<file path="config.mk">
export PLATFORM = sky130hd
export DESIGN_NAME = mcu_periph_top
export DESIGN_NICKNAME = d
export VERILOG_FILES = /design/src/logic/mcu_periph_pkg.sv /design/src/logic/dataslot_cmd_regs.sv /design/src/logic/mcu_bus_decode.sv /design/src/logic/mcu_periph_top.sv /design/src/logic/ms_timer.sv
export SDC_FILE = /design/constraint.sdc
export NUM_CORES = 1
export LEC_CHECK = 0
export BUFFER_PORTS_ARGS = -buffer_cell sky130_fd_sc_hd__buf_2
export CAP_MARGIN = 25
export CORE_MARGIN = 3
export CORE_UTILIZATION = 58
export CTS_BUF_LIST = sky130_fd_sc_hd__clkbuf_4
export CTS_CLUSTER_DIAMETER = 150
export DETAILED_ROUTE_END_ITERATION = 7
export GPL_ROUTABILITY_DRIVEN = 0
export PLACE_DENSITY_LB_ADDON = 0.25
export SETUP_SLACK_MARGIN = 0.15
export SLEW_MARGIN = 20
export SYNTH_ARGS = -nofsm -noshare
export SYNTH_HDL_FRONTEND = slang
export SYNTH_HIERARCHICAL = 1
export SYNTH_SLANG_ARGS = --single-unit
</file>
<file path="constraint.sdc">
create_clock -name clk_sys -period 2.65 [get_ports clk_sys]
set_input_delay 0 -clock clk_sys [delete_from_list [all_inputs] [get_ports clk_sys]]
set_output_delay 0 -clock clk_sys [all_outputs]
set_load 0.05 [all_outputs]
</file>
<file path="src/logic/mcu_periph_pkg.sv">
package mcu_periph_pkg;

	// one bus data word
	typedef logic [31:0] word_t;

	// address seen as a data-table access
	typedef struct packed {
		logic [15:0] page;   // FFFF for the peripheral block
		logic [3:0]  region; // 0 selects the table
		logic [9:0]  index;  // word index into the table
		logic [1:0]  lane;   // byte lane, ignored
	} tbl_view_t;

	// same address seen as a register access
	typedef struct packed {
		logic [15:0] page;
		logic [7:0]  group;  // FF selects the register group
		logic [7:0]  offset; // register offset within the group
	} reg_view_t;

	// cpu address decoded two ways
	typedef union packed {
		tbl_view_t tbl;
		reg_view_t regs;
	} bus_addr_t;

	localparam logic [15:0] PERIPH_PAGE  = 16'hFFFF;
	localparam logic [3:0]  TABLE_REGION = 4'h0;
	localparam logic [7:0]  REG_GROUP    = 8'hFF;

	// dataslot command block
	localparam logic [7:0] OFS_SLOT_ID     = 8'h80;
	localparam logic [7:0] OFS_BRIDGE_ADDR = 8'h84;
	localparam logic [7:0] OFS_LENGTH      = 8'h88;
	localparam logic [7:0] OFS_SLOT_OFFSET = 8'h8C;
	localparam logic [7:0] OFS_SLOT_CTRL   = 8'h90; // w: pulses, r: status

	// millisecond timer
	localparam logic [7:0] OFS_TICK_PERIOD = 8'h98;
	localparam logic [7:0] OFS_MS_COUNT    = 8'hC8; // write bit 0 to clear

	localparam logic [7:0] OFS_RESET_OUT   = 8'hA4;

	localparam int SLOT_ERR_WIDTH = 3;

endpackage

</file>
<file path="src/logic/dataslot_cmd_regs.sv">
`timescale 1ns/1ps

module dataslot_cmd_regs
	import mcu_periph_pkg::*;
(
	input  logic                      clk_sys,
	input  logic                      reset_n,

	// register access from the decoder
	input  logic                      acc_stb,
	input  logic                      acc_we,
	input  bus_addr_t                 acc_addr,
	input  word_t                     acc_wdata,
	input  logic                      slot_sel,
	output word_t                     slot_rdata,

	// status back from the target side
	input  logic                      target_dataslot_ack,
	input  logic                      target_dataslot_done,
	input  logic [SLOT_ERR_WIDTH-1:0] target_dataslot_err,

	// command pulses and parameters
	output logic                      target_dataslot_read,
	output logic                      target_dataslot_write,
	output logic [15:0]               target_dataslot_id,
	output word_t                     target_dataslot_bridgeaddr,
	output word_t                     target_dataslot_length,
	output word_t                     target_dataslot_slotoffset
);

	logic  wr_hit; // write strobe for this block
	logic  rd_hit;
	word_t status_word;

	assign wr_hit = acc_stb && slot_sel && acc_we;
	assign rd_hit = acc_stb && slot_sel && !acc_we;

	// ack bit 4, done bit 3, err in 2:0
	assign status_word = word_t'({target_dataslot_ack, target_dataslot_done,
		target_dataslot_err});

	// parameter registers, whole-word writes
	always_ff @(posedge clk_sys or negedge reset_n) begin
		if (!reset_n) begin
			target_dataslot_id         <= '0;
			target_dataslot_bridgeaddr <= '0;
			target_dataslot_length     <= '0;
			target_dataslot_slotoffset <= '0;
		end else if (wr_hit) begin
			case (acc_addr.regs.offset)
				OFS_SLOT_ID:     target_dataslot_id <= acc_wdata[15:0]; // id is 16 bits only
				OFS_BRIDGE_ADDR: target_dataslot_bridgeaddr <= acc_wdata;
				OFS_LENGTH:      target_dataslot_length <= acc_wdata;
				OFS_SLOT_OFFSET: target_dataslot_slotoffset <= acc_wdata;
				default: ;
			endcase
		end
	end

	// command pulses, high for one cycle only
	always_ff @(posedge clk_sys or negedge reset_n) begin
		if (!reset_n) begin
			target_dataslot_read  <= 1'b0;
			target_dataslot_write <= 1'b0;
		end else begin
			target_dataslot_read  <= 1'b0;
			target_dataslot_write <= 1'b0;
			if (wr_hit && acc_addr.regs.offset == OFS_SLOT_CTRL) begin
				target_dataslot_read  <= acc_wdata[0]; // bit 0 read
				target_dataslot_write <= acc_wdata[1]; // bit 1 write
			end
		end
	end

	// readback word, ready in the ack cycle
	always_ff @(posedge clk_sys or negedge reset_n) begin
		if (!reset_n) begin
			slot_rdata <= '0;
		end else if (rd_hit) begin
			case (acc_addr.regs.offset)
				OFS_SLOT_ID:     slot_rdata <= word_t'(target_dataslot_id);
				OFS_BRIDGE_ADDR: slot_rdata <= target_dataslot_bridgeaddr;
				OFS_LENGTH:      slot_rdata <= target_dataslot_length;
				OFS_SLOT_OFFSET: slot_rdata <= target_dataslot_slotoffset;
				OFS_SLOT_CTRL:   slot_rdata <= status_word; // live status
				default:         slot_rdata <= '0;
			endcase
		end
	end

endmodule

</file>
<file path="src/logic/mcu_bus_decode.sv">
`timescale 1ns/1ps

module mcu_bus_decode
	import mcu_periph_pkg::*;
#(
	parameter int TABLE_ADDR_WIDTH = 10
) (
	input  logic                        clk_sys,
	input  logic                        reset_n,

	// cpu bus, request held until ack
	input  logic                        cpu_req,
	input  word_t                       cpu_addr,
	input  word_t                       cpu_wdata,
	input  logic [3:0]                  cpu_wstrb,
	output logic                        cpu_ack,
	output word_t                       cpu_rdata,

	// external data table ram
	output logic [TABLE_ADDR_WIDTH-1:0] datatable_addr,
	output logic                        datatable_wren,
	output word_t                       datatable_data,
	input  word_t                       datatable_q,

	// access to the register blocks
	output logic                        acc_stb,
	output logic                        acc_we,
	output bus_addr_t                   acc_addr,
	output word_t                       acc_wdata,
	output logic                        slot_sel,
	output logic                        timer_sel,
	input  word_t                       slot_rdata,
	input  word_t                       timer_rdata,

	output logic                        reset_out
);

	bus_addr_t  cur_addr; // incoming address, both views
	bus_addr_t  req_addr; // captured request
	word_t      req_wdata;
	logic       req_we;
	logic       busy;
	logic       issue;    // first cycle after capture
	logic [1:0] wait_cnt; // cycles left before ack
	logic       is_tbl;
	logic       is_rst;
	logic       accept;
	logic       cur_we;
	logic       hit_page;
	logic       hit_tbl;
	logic       hit_regs;
	logic       hit_slot;
	logic       hit_timer;
	logic       hit_rst;

	assign cur_addr = cpu_addr;
	assign cur_we   = |cpu_wstrb; // any strobe means a whole-word write

	// classify on the incoming address
	assign hit_page  = cur_addr.tbl.page == PERIPH_PAGE;
	assign hit_tbl   = hit_page && cur_addr.tbl.region == TABLE_REGION;
	assign hit_regs  = hit_page && cur_addr.regs.group == REG_GROUP;
	assign hit_slot  = hit_regs && (cur_addr.regs.offset inside {OFS_SLOT_ID,
		OFS_BRIDGE_ADDR, OFS_LENGTH, OFS_SLOT_OFFSET, OFS_SLOT_CTRL});
	assign hit_timer = hit_regs && (cur_addr.regs.offset inside {OFS_TICK_PERIOD,
		OFS_MS_COUNT});
	assign hit_rst   = hit_regs && cur_addr.regs.offset == OFS_RESET_OUT;

	// new request only when idle and not in the ack cycle
	assign accept = cpu_req && !busy && !cpu_ack;

	// capture, wait counter and ack
	always_ff @(posedge clk_sys or negedge reset_n) begin
		if (!reset_n) begin
			busy      <= 1'b0;
			issue     <= 1'b0;
			wait_cnt  <= '0;
			cpu_ack   <= 1'b0;
			req_addr  <= '0;
			req_wdata <= '0;
			req_we    <= 1'b0;
			is_tbl    <= 1'b0;
			is_rst    <= 1'b0;
			slot_sel  <= 1'b0;
			timer_sel <= 1'b0;
		end else begin
			cpu_ack <= 1'b0;
			issue   <= accept;
			if (accept) begin
				busy      <= 1'b1;
				req_addr  <= cur_addr;
				req_wdata <= cpu_wdata;
				req_we    <= cur_we;
				is_tbl    <= hit_tbl;
				is_rst    <= hit_rst;
				slot_sel  <= hit_slot;
				timer_sel <= hit_timer;
				// table read waits one more for the ram
				wait_cnt  <= (hit_tbl && !cur_we) ? 2'd2 : 2'd1;
			end else if (busy) begin
				if (wait_cnt != 2'd0) begin
					wait_cnt <= wait_cnt - 2'd1;
				end else begin
					cpu_ack <= 1'b1;
					busy    <= 1'b0;
				end
			end
		end
	end

	// strobes one cycle after capture
	always_ff @(posedge clk_sys or negedge reset_n) begin
		if (!reset_n) begin
			acc_stb        <= 1'b0;
			datatable_wren <= 1'b0;
			reset_out      <= 1'b0;
		end else begin
			acc_stb        <= issue && (slot_sel || timer_sel);
			datatable_wren <= issue && is_tbl && req_we;
			if (issue && is_rst && req_we)
				reset_out <= req_wdata[0]; // core reset, bit 0 only
		end
	end

	assign acc_we    = req_we;
	assign acc_addr  = req_addr;
	assign acc_wdata = req_wdata;

	// ram sees the held request
	assign datatable_addr = TABLE_ADDR_WIDTH'(req_addr.tbl.index);
	assign datatable_data = req_wdata;

	// read mux, foreign page and unknown offsets read zero
	always_comb begin
		cpu_rdata = '0;
		if (is_tbl)
			cpu_rdata = datatable_q;
		else if (slot_sel)
			cpu_rdata = slot_rdata;
		else if (timer_sel)
			cpu_rdata = timer_rdata;
		else if (is_rst)
			cpu_rdata = word_t'(reset_out);
	end

endmodule

</file>
<file path="src/logic/mcu_periph_top.sv">
`timescale 1ns/1ps

module mcu_periph_top
	import mcu_periph_pkg::*;
#(
	parameter int TABLE_ADDR_WIDTH = 10,
	parameter int TICK_WIDTH       = 20
) (
	input  logic                        clk_sys,
	input  logic                        reset_n,

	// cpu native bus
	input  logic                        cpu_req,
	input  word_t                       cpu_addr,
	input  word_t                       cpu_wdata,
	input  logic [3:0]                  cpu_wstrb,
	output logic                        cpu_ack,
	output word_t                       cpu_rdata,

	// data table ram
	output logic [TABLE_ADDR_WIDTH-1:0] datatable_addr,
	output logic                        datatable_wren,
	output word_t                       datatable_data,
	input  word_t                       datatable_q,

	// dataslot target
	output logic                        target_dataslot_read,
	output logic                        target_dataslot_write,
	input  logic                        target_dataslot_ack,
	input  logic                        target_dataslot_done,
	input  logic [SLOT_ERR_WIDTH-1:0]   target_dataslot_err,
	output logic [15:0]                 target_dataslot_id,
	output word_t                       target_dataslot_bridgeaddr,
	output word_t                       target_dataslot_length,
	output word_t                       target_dataslot_slotoffset,

	output logic                        reset_out
);

	logic      acc_stb;
	logic      acc_we;
	bus_addr_t acc_addr;
	word_t     acc_wdata;
	logic      slot_sel;
	logic      timer_sel;
	word_t     slot_rdata;
	word_t     timer_rdata;

	mcu_bus_decode #(
		.TABLE_ADDR_WIDTH (TABLE_ADDR_WIDTH)
	) mcu_bus_decode_inst (
		.clk_sys        (clk_sys),
		.reset_n        (reset_n),
		.cpu_req        (cpu_req),
		.cpu_addr       (cpu_addr),
		.cpu_wdata      (cpu_wdata),
		.cpu_wstrb      (cpu_wstrb),
		.cpu_ack        (cpu_ack),
		.cpu_rdata      (cpu_rdata),
		.datatable_addr (datatable_addr),
		.datatable_wren (datatable_wren),
		.datatable_data (datatable_data),
		.datatable_q    (datatable_q),
		.acc_stb        (acc_stb),
		.acc_we         (acc_we),
		.acc_addr       (acc_addr),
		.acc_wdata      (acc_wdata),
		.slot_sel       (slot_sel),
		.timer_sel      (timer_sel),
		.slot_rdata     (slot_rdata),
		.timer_rdata    (timer_rdata),
		.reset_out      (reset_out)
	);

	dataslot_cmd_regs dataslot_cmd_regs_inst (
		.clk_sys                    (clk_sys),
		.reset_n                    (reset_n),
		.acc_stb                    (acc_stb),
		.acc_we                     (acc_we),
		.acc_addr                   (acc_addr),
		.acc_wdata                  (acc_wdata),
		.slot_sel                   (slot_sel),
		.slot_rdata                 (slot_rdata),
		.target_dataslot_ack        (target_dataslot_ack),
		.target_dataslot_done       (target_dataslot_done),
		.target_dataslot_err        (target_dataslot_err),
		.target_dataslot_read       (target_dataslot_read),
		.target_dataslot_write      (target_dataslot_write),
		.target_dataslot_id         (target_dataslot_id),
		.target_dataslot_bridgeaddr (target_dataslot_bridgeaddr),
		.target_dataslot_length     (target_dataslot_length),
		.target_dataslot_slotoffset (target_dataslot_slotoffset)
	);

	ms_timer #(
		.TICK_WIDTH (TICK_WIDTH)
	) ms_timer_inst (
		.clk_sys     (clk_sys),
		.reset_n     (reset_n),
		.acc_stb     (acc_stb),
		.acc_we      (acc_we),
		.acc_addr    (acc_addr),
		.acc_wdata   (acc_wdata),
		.timer_sel   (timer_sel),
		.timer_rdata (timer_rdata)
	);

endmodule

</file>
<file path="src/logic/ms_timer.sv">
`timescale 1ns/1ps

module ms_timer
	import mcu_periph_pkg::*;
#(
	parameter int TICK_WIDTH = 20
) (
	input  logic      clk_sys,
	input  logic      reset_n,
	input  logic      acc_stb,
	input  logic      acc_we,
	input  bus_addr_t acc_addr,
	input  word_t     acc_wdata,
	input  logic      timer_sel,
	output word_t     timer_rdata
);

	logic [TICK_WIDTH-1:0] tick_period; // cycles per ms, minus one
	logic [TICK_WIDTH-1:0] prescale;
	word_t                 ms_count;
	logic                  wr_hit;
	logic                  ms_clear;
	logic                  tick_end;

	assign wr_hit   = acc_stb && timer_sel && acc_we;
	assign ms_clear = wr_hit && acc_addr.regs.offset == OFS_MS_COUNT && acc_wdata[0];
	assign tick_end = prescale == tick_period; // terminal count

	always_ff @(posedge clk_sys or negedge reset_n) begin
		if (!reset_n)
			tick_period <= '0;
		else if (wr_hit && acc_addr.regs.offset == OFS_TICK_PERIOD)
			tick_period <= acc_wdata[TICK_WIDTH-1:0];
	end

	// prescaler wraps at the period, counter steps on the wrap
	always_ff @(posedge clk_sys or negedge reset_n) begin
		if (!reset_n) begin
			prescale <= '0;
			ms_count <= '0;
		end else if (ms_clear) begin
			prescale <= '0; // restart the ms from here
			ms_count <= '0;
		end else if (tick_end) begin
			prescale <= '0;
			ms_count <= ms_count + 32'd1;
		end else begin
			prescale <= prescale + 1'b1;
		end
	end

	// registered readback
	always_ff @(posedge clk_sys or negedge reset_n) begin
		if (!reset_n) begin
			timer_rdata <= '0;
		end else if (acc_stb && timer_sel && !acc_we) begin
			case (acc_addr.regs.offset)
				OFS_TICK_PERIOD: timer_rdata <= word_t'(tick_period);
				OFS_MS_COUNT:    timer_rdata <= ms_count;
				default:         timer_rdata <= '0;
			endcase
		end
	end

endmodule

</file>
======== After elaboration in Yosys (flattened, before gate mapping) ========
Index checks and enable logic that the tools add are counted.
W data, S select, Z words.
word-level totals
  logic and storage cells ................. 109
  bits in registers ....................... 307
  output and inout bits ................... 191
  bits of input ports ..................... 108
cells by class
  reductions and logical operators ........ 41
  equality and inequality tests ........... 18
  $add $sub $neg .......................... 3
  muxes and demuxes ....................... 22
operators by type and width
  cell                     count
  $mux W32                 5
  $pmux W32 S5             1
  $eq A8 B8 Y1 const B     16
  $pmux W32 S2             1
  $mux W20                 2
  $add A32 B1 Y32 const B  1
  $logic_and A1 B1 Y1      23
  $add A20 B1 Y20 const B  1
  $eq A20 B20 Y1           1
  $eq A16 B16 Y1 const B   1
  $reduce_and A2 Y1        5
  $reduce_bool A2 Y1       5
  $mux W1                  9
  $mux W2                  4
  $reduce_bool A5 Y1       1
  $logic_not A1 Y1         4
  $logic_not A4 Y1         1
  $reduce_or A4 Y1         1
  $sub A2 B1 Y2 const B    1
  $logic_or A1 B1 Y1       1

======== Depth between registers and ports, before layout ========
Gate-level depths: netlist of run 1.
  depth after elaboration ................. 5
  depth in mapped cells ................... 8
  gate-level depth less buffers ........... 6

======== Cells and area by module ========
Netlist of run 1, hierarchy kept.
modules (own cells, without submodules)
  module             area each (um^2)  sequential area each (um^2)  instances  cells an instance
  dataslot_cmd_regs  6263.5            3653.5                       1          420
  ms_timer           5198.7            2602.5                       1          528
  mcu_bus_decode     3977.6            1926.8                       1          491

======== Worst setup path before layout of run 1 ========
No wires, ideal clock.
  path type ............................... reg-to-reg
  start ................................... register ms_timer_inst.ms_count[0]
  end ..................................... register ms_timer_inst.ms_count[30]
  stages on the path, launching flop included .. 7
  setup slack ............................. 0.526 ns
  arrival time ............................ 2.046 ns
  required time ........................... 2.572 ns
  setup time .............................. 0.078 ns
  path buffers ............................ 0
  clock period less this slack ............ 2.124 ns
  cells stage by stage .................... dfrtp_1 ha_1 nand2_1 or3_4 or4_4 or4_1 a21oi_1
on the way
  cells in the longest elaborated chain, start to end .. 3
RTL lines
  element                   line            source
  start: declaration        ms_timer.sv:20  word_t ms_count;
  start signal: assignment  ms_timer.sv:46  ms_count <= ms_count + 32'd1;
  $add A32 B1 Y32           ms_timer.sv:46
  $mux W32                  ms_timer.sv:44  end else if (tick_end) begin
  $mux W32                  ms_timer.sv:41  end else if (ms_clear) begin
Every way passes these cells. The select of a mux whose other input is x is not followed.
A chain may end at the register's enable or synchronous reset.

======== Final worst setup path of run 1 ========
  start ................................... register mcu_bus_decode_inst.timer_sel
  end ..................................... output port cpu_rdata[1]
on the way
  cells in the longest elaborated chain, start to end .. 3
RTL lines
  element                   line                   source
  start: declaration        mcu_bus_decode.sv:31   output logic timer_sel,
  start signal: assignment  mcu_bus_decode.sv:97   timer_sel <= hit_timer;
  $mux W32                  mcu_bus_decode.sv:140  else if (timer_sel)
  $mux W32                  mcu_bus_decode.sv:138  else if (slot_sel)
  $mux W32                  mcu_bus_decode.sv:136  if (is_tbl)
  end: declaration          mcu_periph_top.sv:18   output word_t cpu_rdata,
Every way passes these cells.

==> out/summary.txt, run 1 <==
status: finished clean
Worst Setup Start Kind: flip-flop
Flop pwr share: 44.5%
logic gate share of total power: 24.6%
NumNets Final: 1843
Core Box Area: 24600 um2
final hold violations: 0
unrepaired setup endpoints after global routing: false
Worst Tran Pin Value: 681.8 ps
Worst VDD drop: 0.9500 mV
crit path DAT: 2360 ps
GR Util All Layers: 32.15%
P&R area growth vs syn: 23.01%
CP Class: flip-flop to output pin
crit-path cells: nor2b_4, buf_8, a22oi_1, o21ai_0, buf_2
Detail Route Antenna Nets: 0
First DRT Iteration DRCs: 1040
routed wire length: 43320 um
total gr overflow: 0
CTS tree: done
initial antenna violation count: 3
final cell count without fillers: 2112
Fillers: 1690
minimum clock period: 2363 ps
worst setup margin: 287.1 ps
cell count after placement: 1899
die height: 165.2 um
Via Count: 12379
Root Driver: clkbuf_4
Clk pin slew, worst setup/hold paths: 70 ps
CP Capture Type: output pin
drt drc: 0
final setup fails: 0
Post-CTS Setup Inserts: 0
slowest CP cell: dfrtp_2
initial core utilization: 59.74%
Hold WC Path Type: input pin to flip-flop
Req. time, crit path: 2650 ps
vias in the first global route: 12718
CTS Buf Count: 81
Lkg Pwr: 0.009139 uW
power density over cell area: 702.0 nW/um2
Worst-Skew Late Latency: 670 ps
Synth Cell Area: 14700 um2
TNS Setup: 0 ps
Sw Pwr: 4780 uW
Largest delay share family, worst path: buffers and inverters
Layout Skew: 38.40 ps
Routed WL per cell: 20.51 um
# H-tree levels: 3
Mapped Nets: 1468
Vias/cell: 5.861
max incr delay on CP: 450 ps
CP Buf/Inv Count: 2
Die ar.: 27290 um2
worst slack, placed: 347.3 ps
# rows: 57
Int Pwr: 7913 uW
worst-path maximum fanout: 28
router iterations before antenna repair: 5
switching part of the total: 37.66%
Synthesis Warnings: 6
part of the cycle the worst path needs: 89.17%
clock share of power: 30.9%
Buffers on Ports: 298
CTS Sinks: 307
Slew Limit Fails: 0
I/O Pins: 299
first-pass GRT wire length: 68140 um
syn avg cell area: 10.83 um2
worst-case clock buffer depth: 3
Post-Synthesis Cells: 1357
Max-cap violations: 0
layout cells sized above 1: 36.06%
slew margin rel.: 54.55%
Die W: 165.2 um
HPWL Detailed: 29230 um
f_max: 423.2 MHz
largest net degree at the start of global routing: 84
power groups by stage:
stage / clock [uW] / combinational (uW) / sequential (uW)
6_report: 3930 / 3120 / 5650
5_1_grt: 4280 / 3320 / 5700
4_1_cts: 4030 / 3090 / 5620
3_5_place_dp: 0 / 3010 / 5710
3_3_place_gp: 0 / 2970 / 5690
2_1_floorplan: 0 / 2600 / 5480
per-layer routing:
layer / track usage [%] / wire, um / part of all wire, %
met5: 0 / 0 / 0
met4: 11.02 / 1145 / 2.6
met3: 9.279 / 4029 / 9.3
met2: 50.43 / 20670 / 48
met1: 43.19 / 17480 / 40
layout make-up:
class                      count  area [um2]  area share [%]
antenna                        2       5.005         0.02768
clock buffer                 111       833.3           4.609
tap                          324       405.4           2.242
clock inverter                26       133.9          0.7404
multi-input combinational    913        6277           34.72
timing repair buffer         420        2704           14.95
inverter                       9       33.78          0.1868
sequential                   307        7689           42.52
worst register-to-register path, delay by kind of cell (launching register included):
| kind | cells | cell delay, ps |
|---|---|---|
| and+or+nand+nor | 4 | 1400 |
| DFF | 1 | 410 |
| adders and majority gates | 1 | 230 |
| AOI/OAI and AO/OA | 1 | 150 |
worst paths after layout:
check | start | to | slack [ps] | depth (start not counted)
max | mcu_bus_decode_inst/timer_sel$_DFFE_PN0P_ | cpu_rdata[1] | 290 | 5
max reg2reg | ms_timer_inst/ms_count[0]$_DFFE_PN0P_ | ms_timer_inst/ms_count[30]$_DFFE_PN0P_ | 380 | 6
max in group asynchronous | reset_n | asynchronous set/reset pin | 1170 | 5
min reg2reg | dataslot_cmd_regs_inst/slot_rdata[27]$_DFFE_PN0P_ | dataslot_cmd_regs_inst/slot_rdata[27]$_DFFE_PN0P_ | 480 | 2
min in group asynchronous | reset_n | mcu_bus_decode_inst/acc_wdata[28]$_DFFE_PN0P_ | 450 | 3
min | cpu_wdata[7] | mcu_bus_decode_inst/acc_wdata[7]$_DFFE_PN0P_ | 70 | 4
placed cells by master, fill, tap and decap left out, types with 6 or more instances in the layout:
master           n
a21oi_1         29
a22o_1          17
a22oi_1         65
and3_1           7
and4_1           9
buf_12           7
buf_2          296
buf_4           40
clkbuf_4       111
clkinv_1        20
dfrtp_1        302
dlygate4sd3_1   74
inv_1            8
mux2_1          16
mux2_2         128
mux2_4          10
mux2i_1          8
mux4_2          11
nand2_1        272
nand2b_1         8
nand3_1         19
nand4_1         25
nor2_1          35
nor4_1           9
o21ai_0         81
o21ai_1          7
o31ai_1         23
or3_1            6
or4_1           26
xnor2_1         10
xor2_1          29
flip-flops by register name, indices dropped and copies added, names as in the netlist, 2 cells and up:
signal,cells
mcu_bus_decode_inst/wait_cnt,2
dataslot_cmd_regs_inst/target_dataslot_id,16
dataslot_cmd_regs_inst/target_dataslot_bridgeaddr,32
ms_timer_inst/tick_period,20
dataslot_cmd_regs_inst/target_dataslot_slotoffset,32
dataslot_cmd_regs_inst/slot_rdata,32
mcu_bus_decode_inst/acc_wdata,32
ms_timer_inst/timer_rdata,32
ms_timer_inst/prescale,20
ms_timer_inst/ms_count,32
mcu_bus_decode_inst/acc_addr,12
dataslot_cmd_regs_inst/target_dataslot_length,32
timing repair:
item,in CTS,in global routing
pin swaps,0,1
setup endpoints to repair,28,16
gates resized for setup,5,5
endpoints found under the hold margin,287,0
hold buffers,74,0
through the flow:
stage                     util, %  instance area (um2)  hold WS, ps  power (uW)
after floorplan                 -                14700       -295.6        8077
after global placement      66.39                16330        29.39        8668
after detailed placement    66.39                16330        30.90        8718
after CTS                   73.40                18060        2.257       12750
after global routing        73.48                18080        36.16       13300
final                       73.49                18080        70.92       12690
(Power assumes the default switching activity.)
==> run 2: changes to the inputs <==
Settings changed: ABC_AREA set to 1, CORE_UTILIZATION 58 to 35.
==> run 2 against run 1 <==
Clock-buffer cell count rose by 16. Die area increased by 77%. Sequential power rose by 3%. Design area rose by 14%. Synthesized cell count increased by 51%. Cell count increased by 50%. First-iteration DRC count rose by 32%. Largest power group unchanged. Highest routed layer is now met5.
==> out/summary.txt, run 2 <==
status: finished clean
routed wire length: 59360 um (+37%)
max incr delay on CP: 580 ps (+130 ps)
Worst Tran Pin Value: 823.1 ps (+141.3 ps)
most common cell after layout, fill and taps aside: nand2_1
CP Class: flip-flop to output pin
Slew Limit Fails: 0 (unchanged)
P&R area growth vs syn: 29.05%
worst-path maximum fanout: 30 (+7.1%)
I/O Pins: 299 (unchanged)
# H-tree levels: 3 (unchanged)
# rows: 77 (+35%)
slew margin rel.: 44.93% (-9.6 points)
die height: 219.5 um (+33%)
minimum clock period: 2392 ps (+29.12 ps)
router iterations before antenna repair: 5 (unchanged)
Die ar.: 48190 um2 (+77%)
RR Endpoint: mcu_bus_decode_inst/acc_wdata[24]$_DFFE_PN0P_
Hold WC Path Type: input pin to flip-flop
crit path DAT: 2390 ps (+30 ps)
Req. time, crit path: 2650 ps (about the same)
Clk pin slew, worst setup/hold paths: 60 ps (about the same)
Layout Skew: 46.96 ps (+8.556 ps)
Buffers on Ports: 298 (unchanged)
layout cells sized above 1: 22.48% (-14 points)
first-pass GRT wire length: 91210 um (+34%)
Largest delay share family, worst path: compound AO/OA/AOI/OAI gates
Worst-Skew Late Latency: 760 ps (+90 ps)
final hold violations: 0 (unchanged)
Die W: 219.5 um (+33%)
f_max: 418.1 MHz (-1.2%)
Worst R2R Start: mcu_bus_decode_inst/cpu_ack$_DFF_PN0_
part of the cycle the worst path needs: 90.27% (+1.1 points)
worst-case clock buffer depth: 3 (unchanged)
Detail Route Antenna Nets: 0 (unchanged)
Lkg Pwr: 0.01060 uW (+16%)
crit-path cells: buf_8, a22oi_1, o21ai_0, buf_2
CP Buf/Inv Count: 2 (unchanged)
vias in the first global route: 15488 (+22%)
slowest CP cell: dfrtp_4
TNS Setup: 0 ps (unchanged)
CP Capture Type: output pin
worst setup margin: 258.0 ps (-29.12 ps)
Worst VDD drop: 0.6611 mV (-30%)
CP Depth: 4 (-1)
Synthesis Warnings: 6 (unchanged)
Mapped Nets: 2155 (+47%)
NumNets Final: 2623 (+42%)
Synth Cell Area: 15960 um2 (+8.6%)
power density over cell area: 696.1 nW/um2 (-0.84%)
Worst R2R Path Depth: 7 (+1)
Post-Synthesis Cells: 2044 (+51%)
syn avg cell area: 7.807 um2 (-28%)
Via Count: 15858 (+28%)
worst reg-to-reg setup slack: 270 ps (-110 ps)
Vias/cell: 5.015 (-14%)
Core Box Area: 44610 um2 (+81%)
CTS Sinks: 307 (unchanged)
CTS Buf Count: 85 (+4.9%)
Worst Setup Start Kind: flip-flop
total gr overflow: 0 (unchanged)
largest net degree at the start of global routing: 70 (-17%)
HPWL Detailed: 40710 um (+39%)
First DRT Iteration DRCs: 1374 (+32%)
GR Util All Layers: 24.67% (-7.5 points)
CTS tree: done
worst setup path endpoint: cpu_rdata[14]
Routed WL per cell: 18.77 um (-8.5%)
most frequent cells in the layout: nand2_1 (758), dfrtp_1 (304), buf_2 (290), nand3_1 (184), dlygate4sd3_1 (176)
worst slack, placed: 612.7 ps (+265.4 ps)
initial antenna violation count: 4 (+1)
initial core utilization: 35.77% (-24 points)
Power, Total: 14330 uW (+13%)
Max-cap violations: 0 (unchanged)
unrepaired setup endpoints after global routing: true
drt drc: 0 (unchanged)
Root Driver: clkbuf_4
worst setup path startpoint: mcu_bus_decode_inst/slot_sel$_DFFE_PN0P_
final setup fails: 0 (unchanged)
run 2: power breakdown:
group          switching (uW)  total (uW)  internal (uW)
clock network            2010        4370           2360
logic                    2870        4140           1270
registers                 778        5820           5050
run 2: final cells by class:
type / count / area, um2
tap: 592 / 740.7
sequential: 307 / 7689
antenna: 3 / 7.507
inverter: 174 / 661.9
multi-input combinational: 1425 / 6738
timing repair buffer: 519 / 3691
clock buffer: 127 / 953.4
clock inverter: 15 / 111.4
fill: 4340 / 24010
run 2: worst reg2reg max path, cell delays in order, from the launching register on:
cell	delay (ps)
dfrtp_1	420
nor2_2	130
nand2_2	90
inv_6	250
nand2_1	150
dlygate4sd3_1	620
nand2_1	100
dlygate4sd3_1	580
run 2: through the flow:
stage | hold slack, ps | util, % | instance area, um2 | instances
finish | 146.2 | 46.16 | 20590 | 3162
global route | 88.97 | 46.16 | 20590 | 3162
CTS | 47.54 | 46.04 | 20540 | 3158
detailed placement | 40.11 | 39.42 | 17580 | 2829
global placement | 31.84 | 39.42 | 17580 | 2829
floorplan | -295.6 | - | 15960 | 2044
run 2: routing by layer:
layer  vias up  GRT usage (%)  wire [um]
met5         -              0         10
met4         2          9.765       2084
met3       126          5.143       4634
met2       659          39.32      27350
met1      7623          32.91      25290
li1       7448              -          -
run 2: worst min-delay path by stage:
stage                 start                                          endpoint  depth (start not counted)
6_report        cpu_addr[7]       mcu_bus_decode_inst/acc_addr[7]$_DFFE_PN0P_                          4
5_1_grt         cpu_addr[7]       mcu_bus_decode_inst/acc_addr[7]$_DFFE_PN0P_                          4
4_1_cts        cpu_wstrb[3]            mcu_bus_decode_inst/acc_we$_DFFE_PN0P_                          4
3_5_place_dp        reset_n     mcu_bus_decode_inst/acc_wdata[28]$_DFFE_PN0P_                          1
3_3_place_gp        reset_n     mcu_bus_decode_inst/acc_wdata[29]$_DFFE_PN0P_                          1
2_1_floorplan       reset_n  dataslot_cmd_regs_inst/slot_rdata[0]$_DFFE_PN0P_                          0
run 2: timing repair:
action	CTS	global route
buffers inserted	8	1
gates resized for setup	7	16
gates cloned	2	0
hold endpoints to repair	359	0
pin swaps	1	0
setup endpoints to repair	23	38
hold buffers	177	0
==> run 3: changes to the inputs <==
Settings changed: BUFFER_PORTS_ARGS -buffer_cell sky130_fd_sc_hd__buf_2 to -buffer_cell sky130_fd_sc_hd__clkbuf_2, REMOVE_ABC_BUFFERS set to 1.
==> run 3 against run 2 <==
Largest power group unchanged. Sequential cell count unchanged. Clock-buffer cell count increased by 2. Non-clock buffer count decreased by 38. Sequential share of layout area increased by 0.46 points. Register-to-register slack improved by 60 ps. Critical path depth increased by 5. Combinational power decreased by 12%. Utilization decreased by 0.57 points. Sequential power decreased by 5.3%. Critical endpoint is now cpu_rdata[0]. Worst setup slack improved by 44 ps.
==> out/summary.txt, run 3 (synthesis gave the netlist of run 2 again) <==
Via Count: 15241 (-3.9%)
Max-cap violations: 0 (unchanged)
I/O Pins: 299 (unchanged)
Core Box Area: 44610 um2 (unchanged)
power density over cell area: 676.6 nW/um2 (-2.8%)
worst-case clock buffer depth: 3 (unchanged)
Reg area: 7689 um2 (unchanged)
worst slack, placed: 36.22 ps (-576.5 ps)
total gr overflow: 0 (unchanged)
Lkg Pwr: 0.01038 uW (-2.1%)
Root Driver: clkbuf_4
area of the multi-input gates: 6741 um2 (about the same)
Worst R2R Start: mcu_bus_decode_inst/cpu_ack$_DFF_PN0_
Worst-Skew Late Latency: 760 ps (about the same)
final hold slack: 102.9 ps (-43.30 ps)
Worst R2R Path Depth: 8 (+1)
Area after DPL: 17600 um2 (about the same)
# rows: 77 (unchanged)
minimum clock period: 2348 ps (-44.47 ps)
CTS tree: done
initial core utilization: 35.77% (unchanged)
router iterations before antenna repair: 5 (unchanged)
TNS Setup: 0 ps (unchanged)
Hold WC Path Type: input pin to flip-flop
final hold violations: 0 (unchanged)
RR Endpoint: mcu_bus_decode_inst/acc_wdata[0]$_DFFE_PN0P_
HPWL Detailed: 34980 um (-14%)
slew margin rel.: 51.62% (+6.7 points)
part of the cycle the worst path needs: 88.59% (-1.7 points)
status: finished clean
first-pass GRT wire length: 83360 um (-8.6%)
unrepaired setup endpoints after global routing: false
largest net degree at the start of global routing: 83 (+19%)
routed wire length: 51920 um (-13%)
worst setup margin: 302.4 ps (+44.47 ps)
Die ar.: 48190 um2 (unchanged)
Req. time, crit path: 2650 ps (about the same)
die height: 219.5 um (unchanged)
Fillers: 4456 (+2.7%)
GR Util All Layers: 21.86% (-2.8 points)
CTS Sinks: 307 (unchanged)
CTS Buf Count: 87 (+2.4%)
Worst Tran Pin Value: 725.8 ps (-97.30 ps)
layout cells sized above 1: 23.01% (+0.53 points)
Detail Route Antenna Nets: 0 (unchanged)
Slew Limit Fails: 0 (unchanged)
worst reg-to-reg setup slack: 330 ps (+60 ps)
Clk pin slew, worst setup/hold paths: 60 ps (about the same)
Layout Skew: 44.47 ps (-2.481 ps)
crit path DAT: 2350 ps (-40 ps)
NumNets Final: 2586 (-1.4%)
Worst VDD drop: 0.5383 mV (-19%)
Buffers on Ports: 298 (unchanged)
Die W: 219.5 um (unchanged)
hold path cells: 4 (unchanged)
f_max: 426.0 MHz (+1.9%)
worst-path maximum fanout: 4 (-87%)
First DRT Iteration DRCs: 964 (-30%)
most common cell after layout, fill and taps aside: nand2_1
P&R area growth vs syn: 27.47%
final setup fails: 0 (unchanged)
hold path start: cpu_addr[2]
Routed WL per cell: 16.59 um (-12%)
Worst Setup Start Kind: flip-flop
# H-tree levels: 3 (unchanged)
most frequent cells in the layout: nand2_1 (758), dfrtp_1 (304), clkbuf_2 (283), nand3_1 (184), inv_1 (164)
drt drc: 0 (unchanged)
post-route design area: 20340 um2 (-1.2%)
initial antenna violation count: 2 (-2)
Vias/cell: 4.871 (-2.9%)
vias in the first global route: 15405 (-0.54%)
CP Capture Type: output pin
Hold EP: mcu_bus_decode_inst/acc_addr[2]$_DFFE_PN0P_
CP Class: flip-flop to output pin
run 3: changes by cell type in the layout (fill, tap and decap cells not counted), moves of 2 or more:
cell,before,now
a22oi_1,31,29
a22oi_2,0,2
buf_12,3,5
buf_2,290,3
buf_4,44,37
bufinv_16,2,4
clkbuf_2,0,283
clkbuf_4,128,137
clkinv_1,11,14
clkinv_2,2,0
dlygate4sd3_1,176,138
inv_2,8,10
o21ai_0,97,91
o21ai_1,58,63
run 3: worst max-delay path, stage by stage (launching register included):
cell and delay (ps):
dfrtp_2 410, clkinvlp_4 100, buf_4 150, nor2_8 160, buf_4 160, nand2_1 70
nand3_1 120, o21ai_0 90, inv_1 60, clkbuf_2 270
run 3: worst max-delay path by stage:
stage,start,to,slack [ps],depth (start not counted)
6_report,mcu_bus_decode_inst/timer_sel$_DFFE_PN0P_,cpu_rdata[0],300,9
5_1_grt,mcu_bus_decode_inst/timer_sel$_DFFE_PN0P_,cpu_rdata[17],150,8
4_1_cts,mcu_bus_decode_inst/slot_sel$_DFFE_PN0P_,cpu_rdata[13],80,5
3_5_place_dp,mcu_bus_decode_inst/acc_addr[5]$_DFFE_PN0P_,flip-flop,40,7
3_3_place_gp,mcu_bus_decode_inst/acc_addr[5]$_DFFE_PN0P_,flip-flop,60,7
2_1_floorplan,mcu_bus_decode_inst/acc_addr[6]$_DFFE_PN0P_,ms_timer_inst/prescale[12]$_DFF_PN0_,-1160,5
run 3: timing repair:
item | 4_1_cts | 5_1_grt
endpoints found under the setup margin | 52 | 20
pin swaps | 2 | 2
resized for setup | 23 | 19
hold buffers | 139 | 0
cloned | 1 | 0
setup buffers | 8 | 2
endpoints found under the hold margin | 365 | 0
run 3: report_power, final:
| part | leakage (uW) | internal (uW) | switching [uW] |
|---|---|---|---|
| Clock | 0.000682 | 2590 | 2010 |
| Sequential | 0.00416 | 5050 | 452 |
| Combinational | 0.00553 | 934 | 2720 |
| Total | 0.0104 | 8580 | 5180 |
run 3: cell type report:
class,count,area share [%]
Clock buffer,129,4.761
Inverter,174,3.230
Sequential cell,307,37.80
Timing Repair Buffer,481,16.52
Antenna cell,3,0.03691
Multi-Input combinational cell,1424,33.14
Clock inverter,19,0.8674
Tap cell,592,3.642
run 3: layer usage:
metal  global-route usage [%]  vias up  share of wire, %
met2                    36.75      566                48
met1                    28.31     7210                43
met4                    7.129        0               2.5
met5                        0        -                 0
li1                         -     7365                 -
met3                    4.344      100               6.8
run 3: stage by stage:
| stage | std cells | util (%) | total power (uW) |
|---|---|---|---|
| 2_1_floorplan | 1904 | - | 7751 |
| 3_3_place_gp | 2828 | 39.45 | 8951 |
| 3_5_place_dp | 2828 | 39.45 | 8988 |
| 4_1_cts | 3124 | 45.46 | 13930 |
| 5_1_grt | 3129 | 45.60 | 14560 |
| 6_report | 3129 | 45.60 | 13760 |
